**src/dbus_pkg.sv**
```systemverilog
package dbus_pkg;

	// AXI ID width on every channel
	// Only the master's single ID of zero is ever used
	localparam int AXI_ID_WIDTH = 4;

	// Burst type encoding, INCR
	localparam logic [1:0] AXI_BURST_INCR = 2'b01;

	// Transfer size encoding for a full 32-bit beat
	localparam logic [2:0] AXI_SIZE_WORD = 3'b010;

	// Scratch RAM geometry
	// The word index comes from address bits [9:2], so the upper address
	// bits are dropped and every address aliases modulo 1 KiB
	localparam int RAM_WORDS = 256;
	localparam int RAM_INDEX_BITS = 8; // log2(RAM_WORDS)

endpackage

```
**src/dcache_pass.sv**
```systemverilog
`timescale 1ns/1ns

module dcache_pass (
	input  logic                              clk,
	input  logic                              rst,
	// Core data bus
	input  logic                              read,
	input  logic                              write,
	input  logic [31:0]                       address,
	input  logic [31:0]                       wrdata,
	input  logic [3:0]                        byteenable,
	output logic                              stall,
	output logic [31:0]                       rddata,
	// AXI read address
	output logic                              arvalid,
	input  logic                              arready,
	output logic [31:0]                       araddr,
	output logic [dbus_pkg::AXI_ID_WIDTH-1:0] arid,
	output logic [7:0]                        arlen,
	output logic [2:0]                        arsize,
	output logic [1:0]                        arburst,
	// AXI write address
	output logic                              awvalid,
	input  logic                              awready,
	output logic [31:0]                       awaddr,
	output logic [dbus_pkg::AXI_ID_WIDTH-1:0] awid,
	output logic [7:0]                        awlen,
	output logic [2:0]                        awsize,
	output logic [1:0]                        awburst,
	// AXI write data
	output logic                              wvalid,
	input  logic                              wready,
	output logic [31:0]                       wdata,
	output logic [3:0]                        wstrb,
	output logic                              wlast,
	output logic [dbus_pkg::AXI_ID_WIDTH-1:0] wid,
	// AXI read data
	input  logic                              rvalid,
	output logic                              rready,
	input  logic [31:0]                       rdata,
	input  logic [dbus_pkg::AXI_ID_WIDTH-1:0] rid,
	input  logic                              rlast,
	// AXI write response
	input  logic                              bvalid,
	output logic                              bready,
	input  logic [dbus_pkg::AXI_ID_WIDTH-1:0] bid
);
	import dbus_pkg::*;

	enum logic [2:0] {
		IDLE,
		FINISHED,
		READ_WAIT_AXI,
		WRITE_WAIT_AXI,
		READ,
		WRITE,
		WAIT_BVALID
	} state, state_d;

	// Registered core request
	logic        pipe_read;
	logic        pipe_write;
	logic [31:0] pipe_addr;
	logic [31:0] pipe_wdata;
	logic [3:0]  pipe_byteenable;

	logic [31:0] line_recv; // read word or echoed write data

	// Stall follows the next state so a fresh request stalls at once
	assign stall  = (state_d != IDLE);
	assign rddata = line_recv;

	// Single beat, INCR, fixed ID
	assign arid    = '0;
	assign awid    = '0;
	assign wid     = '0;
	assign arlen   = '0;
	assign awlen   = '0;
	assign arsize  = AXI_SIZE_WORD;
	assign awsize  = AXI_SIZE_WORD;
	assign arburst = AXI_BURST_INCR;
	assign awburst = AXI_BURST_INCR;

	assign araddr = pipe_addr;
	assign awaddr = pipe_addr;
	assign wdata  = pipe_wdata;
	assign wstrb  = pipe_byteenable;

	assign arvalid = (state == READ_WAIT_AXI);
	assign awvalid = (state == WRITE_WAIT_AXI);
	assign wvalid  = (state == WRITE);
	assign wlast   = (state == WRITE); // only beat of the burst
	assign rready  = (state == READ);
	assign bready  = (state == WAIT_BVALID);

	always_comb begin
		state_d = state;
		case (state)
			IDLE: begin
				if (pipe_read) begin // read wins if both are set
					state_d = READ_WAIT_AXI;
				end else if (pipe_write) begin
					state_d = WRITE_WAIT_AXI;
				end
			end
			READ_WAIT_AXI: begin
				if (arready)
					state_d = READ;
			end
			WRITE_WAIT_AXI: begin
				if (awready)
					state_d = WRITE;
			end
			READ: begin
				if (rvalid && rlast)
					state_d = FINISHED;
			end
			WRITE: begin
				if (wready)
					state_d = WAIT_BVALID;
			end
			WAIT_BVALID: begin
				if (bvalid)
					state_d = FINISHED;
			end
			FINISHED: state_d = IDLE;
			default:  state_d = IDLE;
		endcase
	end

	always_ff @(posedge clk) begin
		if (rst)
			state <= IDLE;
		else
			state <= state_d;
	end

	// Request control bits
	always_ff @(posedge clk) begin
		if (rst) begin
			pipe_read  <= 1'b0;
			pipe_write <= 1'b0;
		end else if (!stall) begin
			pipe_read  <= read;
			pipe_write <= write;
		end
	end

	// Request payload, held while stalled
	always_ff @(posedge clk) begin
		if (!stall) begin
			pipe_addr       <= address;
			pipe_wdata      <= wrdata;
			pipe_byteenable <= byteenable;
		end
	end

	always_ff @(posedge clk) begin
		if (rst) begin
			line_recv <= '0;
		end else if (state == READ && rvalid) begin
			line_recv <= rdata;
		end else if (state == WRITE && wready) begin
			line_recv <= pipe_wdata; // writes return what was sent
		end
	end

endmodule

```
**config.mk**
```make
export PLATFORM = sky130hd
export DESIGN_NAME = dcache_pass
export DESIGN_NICKNAME = d
export VERILOG_FILES = /design/src/dbus_pkg.sv /design/src/dcache_pass.sv
export SDC_FILE = /design/constraint.sdc
export NUM_CORES = 1
export LEC_CHECK = 0
export ABC_AREA = 0
export BUFFER_PORTS_ARGS = -buffer_cell sky130_fd_sc_hd__buf_4
export CORE_AREA = 4 4 111 113
export CTS_BUF_LIST = sky130_fd_sc_hd__clkbuf_4 sky130_fd_sc_hd__clkbuf_8
export CTS_CLUSTER_DIAMETER = 40
export CTS_CLUSTER_SIZE = 25
export DETAILED_ROUTE_END_ITERATION = 7
export DIE_AREA = 0 0 115 117
export PLACE_DENSITY = 0.84
export SLEW_MARGIN = 20
export SYNTH_ARGS = -nofsm -noshare
export SYNTH_HDL_FRONTEND = slang
export SYNTH_SLANG_ARGS = --single-unit
```
**constraint.sdc**
```tcl
create_clock -name clk -period 7.7 [get_ports clk]
set_clock_uncertainty 0.2 [all_clocks]
set_input_delay 0.385 -clock clk [delete_from_list [all_inputs] [get_ports clk]]
set_output_delay 0.385 -clock clk [all_outputs]
set_load 0.1 [all_outputs]
```
==> flow_summary_export.csv <==
group,metric,value,unit
yosys,synth_area_per_cell,11.9,um^2
yosys,synth_flop_cell,"edfxtp_1",
critical_path,arrival,2.69,ns
sta,hold_violations,0,
detailed_routing,drc,0,
die,initial_utilization,38.4,%
detailed_routing,drt_pass1_iterations,4,
detailed_routing,vias_per_cell,4.73,
grt,grt_pass1_wl,20.2,mm
critical_path,cp-start-kind,"register",
final_layout,stdcell_area,0.00681,mm^2
grt,top_usage_layer,"met2",
clock_network,cts-resized-gates,0,
critical_path,end_kind,"output pin",
die,die_h,117,um
sta,fmax,0.305,GHz
sta,relSlewSlack,49.5,%
placement,post-dp-hpwl,9.44,mm
clock_network,cts_tree,"built",
grt,antenna_found_initial,0,
yosys,ys_ff_latch,105,
final_layout,drive_gt1_share,42.0,%
yosys,synth.distinct_cells,32,
critical_path,crit_path_top_delay_cell,"dfxtp_1",
sta,min_period_over_period,42.6,%
critical_path,crit_type,"register to output pin",
yosys,synth_warnings,0,
die,die-area,0.0135,mm^2
final_layout,fin_nets,760,
die,num_rows,39,
placement,place.gp.congestion,0.827,
yosys,ys_seq_area_share,64.0,%
detailed_routing,wl,14.1,mm
detailed_routing,ant_nets,0,
placement,numPortBuffers,248,
sta,worst_pin_slew,0.755,ns
sta,fin_crit,3.28,ns
critical_path,crit_buf_inv,3,
yosys,synth_largest_area_cell,"edfxtp_1",
grt,grt_use_met3,5.40,%
clock_network,cts_buffers,9,
clock_network,cts.sinks,105,
critical_path,path_max_fanout,40,
detailed_routing,wl_per_cell,17.8,um
grt,grt_use_met2,37.1,%
sta,setup-violations-final,0,
grt,use_met1,20.5,%
sta,rsz0062_at_grt,"no",
critical_path,crit_path_frequent_cell,"buf_4",
yosys,synthTopCellsByArea,"edfxtp_1, dfxtp_1, buf_4",
yosys,synth_most_common_cell,"buf_4",
run_status,outcome,"finished, final reports clean",
clock_network,post_cts_buffers,0,
clock_network,ctsHoldBuffers,68,
critical_path,critPathTopFamily,"buffers and inverters",
placement,place_area,0.00593,mm^2
critical_path,cp.required,7.11,ns
job,maxCapViolCount,0,
clock_network,clockRootBuffer,"clkbuf_8",
yosys,synth-edff-count,68,
grt,grt_pass1_vias,3895,
sta,maxSlewViolCount,0,
grt,gr-usage-all-layers,19.6,%
clock_network,clock_latency,0.35,ns
die,io_pins,295,
final_layout,layout.cells.non_filler,791,
grt,overflow,0,
detailed_routing,drtIter0Drc,262,
hold_path,hold_class,"input pin to register",
placement,numPlacedInstances,706,
clock_network,cts_max_level,3,
die,coreArea,0.0113,mm^2
detailed_routing,route.vias.total,3742,
die,dieWidth,115,um
final_layout,area_growth,56.6,%
yosys,async_flop_share,0,%
sta,finalSetupTns,0,ns
yosys,synth_common_cells,"buf_4, edfxtp_1, nand2_1, dfxtp_1, nor2_1",
yosys,synth_top_cell_area_share,47.0,%
yosys,synth_area,0.00435,mm^2
yosys,synthesis.instances,366,
critical_path,cp_cell_sequence,"o21bai_2, or4b_4, a21boi_4, buf_4, inv_1, buf_4",
critical_path,cpPeakStageDelay,0.63,ns
grt,grt_max_degree,45,
clock_network,clockBufferDepth,2,
clock_network,clk_pin_slew_worst_paths,0.08,ns
logic make-up (layout without fill, tap and decap cells):
family	Yosys count	count (layout)	synth area share (%)
flip-flops	105	105	64.0
AO/OA/AOI/OAI	43	43	8.31
multiplexers	2	2	0.460
other	2	39	0.173
AND/OR/NAND/NOR	121	121	12.5
buffers and inverters	93	338	14.6
cells in the final DEF, fill, tap and decap left out, types with 2 or more instances in the layout:
master,count
buf_4,253
edfxtp_1,68
dlygate4sd3_1,68
nand2_1,60
conb_1,38
dfxtp_1,37
nor2_1,33
a311oi_1,31
clkbuf_8,9
nand2b_1,5
nand3_1,4
a21oi_1,4
nor3b_1,3
nor2b_1,3
and2_1,3
clkbuf_4,3
nand3b_1,2
o21ai_0,2
a22oi_1,2
a211oi_1,2
mux2i_1,2
clkinv_2,2
flip-flops by register name, indices dropped and copies added (netlist names):
register	flops
wdata	32
rddata	32
wstrb	4
pipe_write	1
pipe_read	1
araddr	32
state	3
worst min-delay path, cell delays in order:
cell      delay, ns
buf_4          0.11
nand2b_1       0.05
mux2i_1        0.06
layer usage:
layer | wire length (um) | vias to the layer above
met5 | 0 | -
met4 | 352 | 0
met3 | 1320 | 30
met2 | 7680 | 231
met1 | 4750 | 1757
li1 | - | 1724
layout make-up:
class / instances / area (um^2)
Clock buffer: 12 / 146
Timing Repair Buffer: 321 / 2580
Multi-Input combinational cell: 204 / 1070
Fill cell: 862 / 4510
Inverter: 1 / 3.75
Clock inverter: 4 / 47.5
Tap cell: 143 / 179
Antenna cell: 1 / 2.50
Sequential cell: 105 / 2780
through the flow:
step	utilization [%]	hold slack, ns	worst slack, ns
after floorplan	-	0.269	3.94
after global placement	52.4	0.258	4.87
after detailed placement	52.4	0.270	4.80
after CTS	60.1	0.0806	4.40
after global routing	60.1	0.0932	4.24
final	60.2	0.111	4.42
final timing paths:
| path | cells after the start | start | slack [ns] | endpoint |
|---|---|---|---|---|
| worst max register to register | 4 | state[2] | 5.02 | rddata[4] |
| worst max-delay path | 6 | state[0] | 4.42 | stall |
| worst min-delay path | 3 | read | 0.11 | pipe_read |
| worst min register to register | 2 | rddata[18] | 0.28 | rddata[18] |
Power is not shown: default switching activity piles up to over one toggle a cycle in this logic, so the estimate is an artifact.
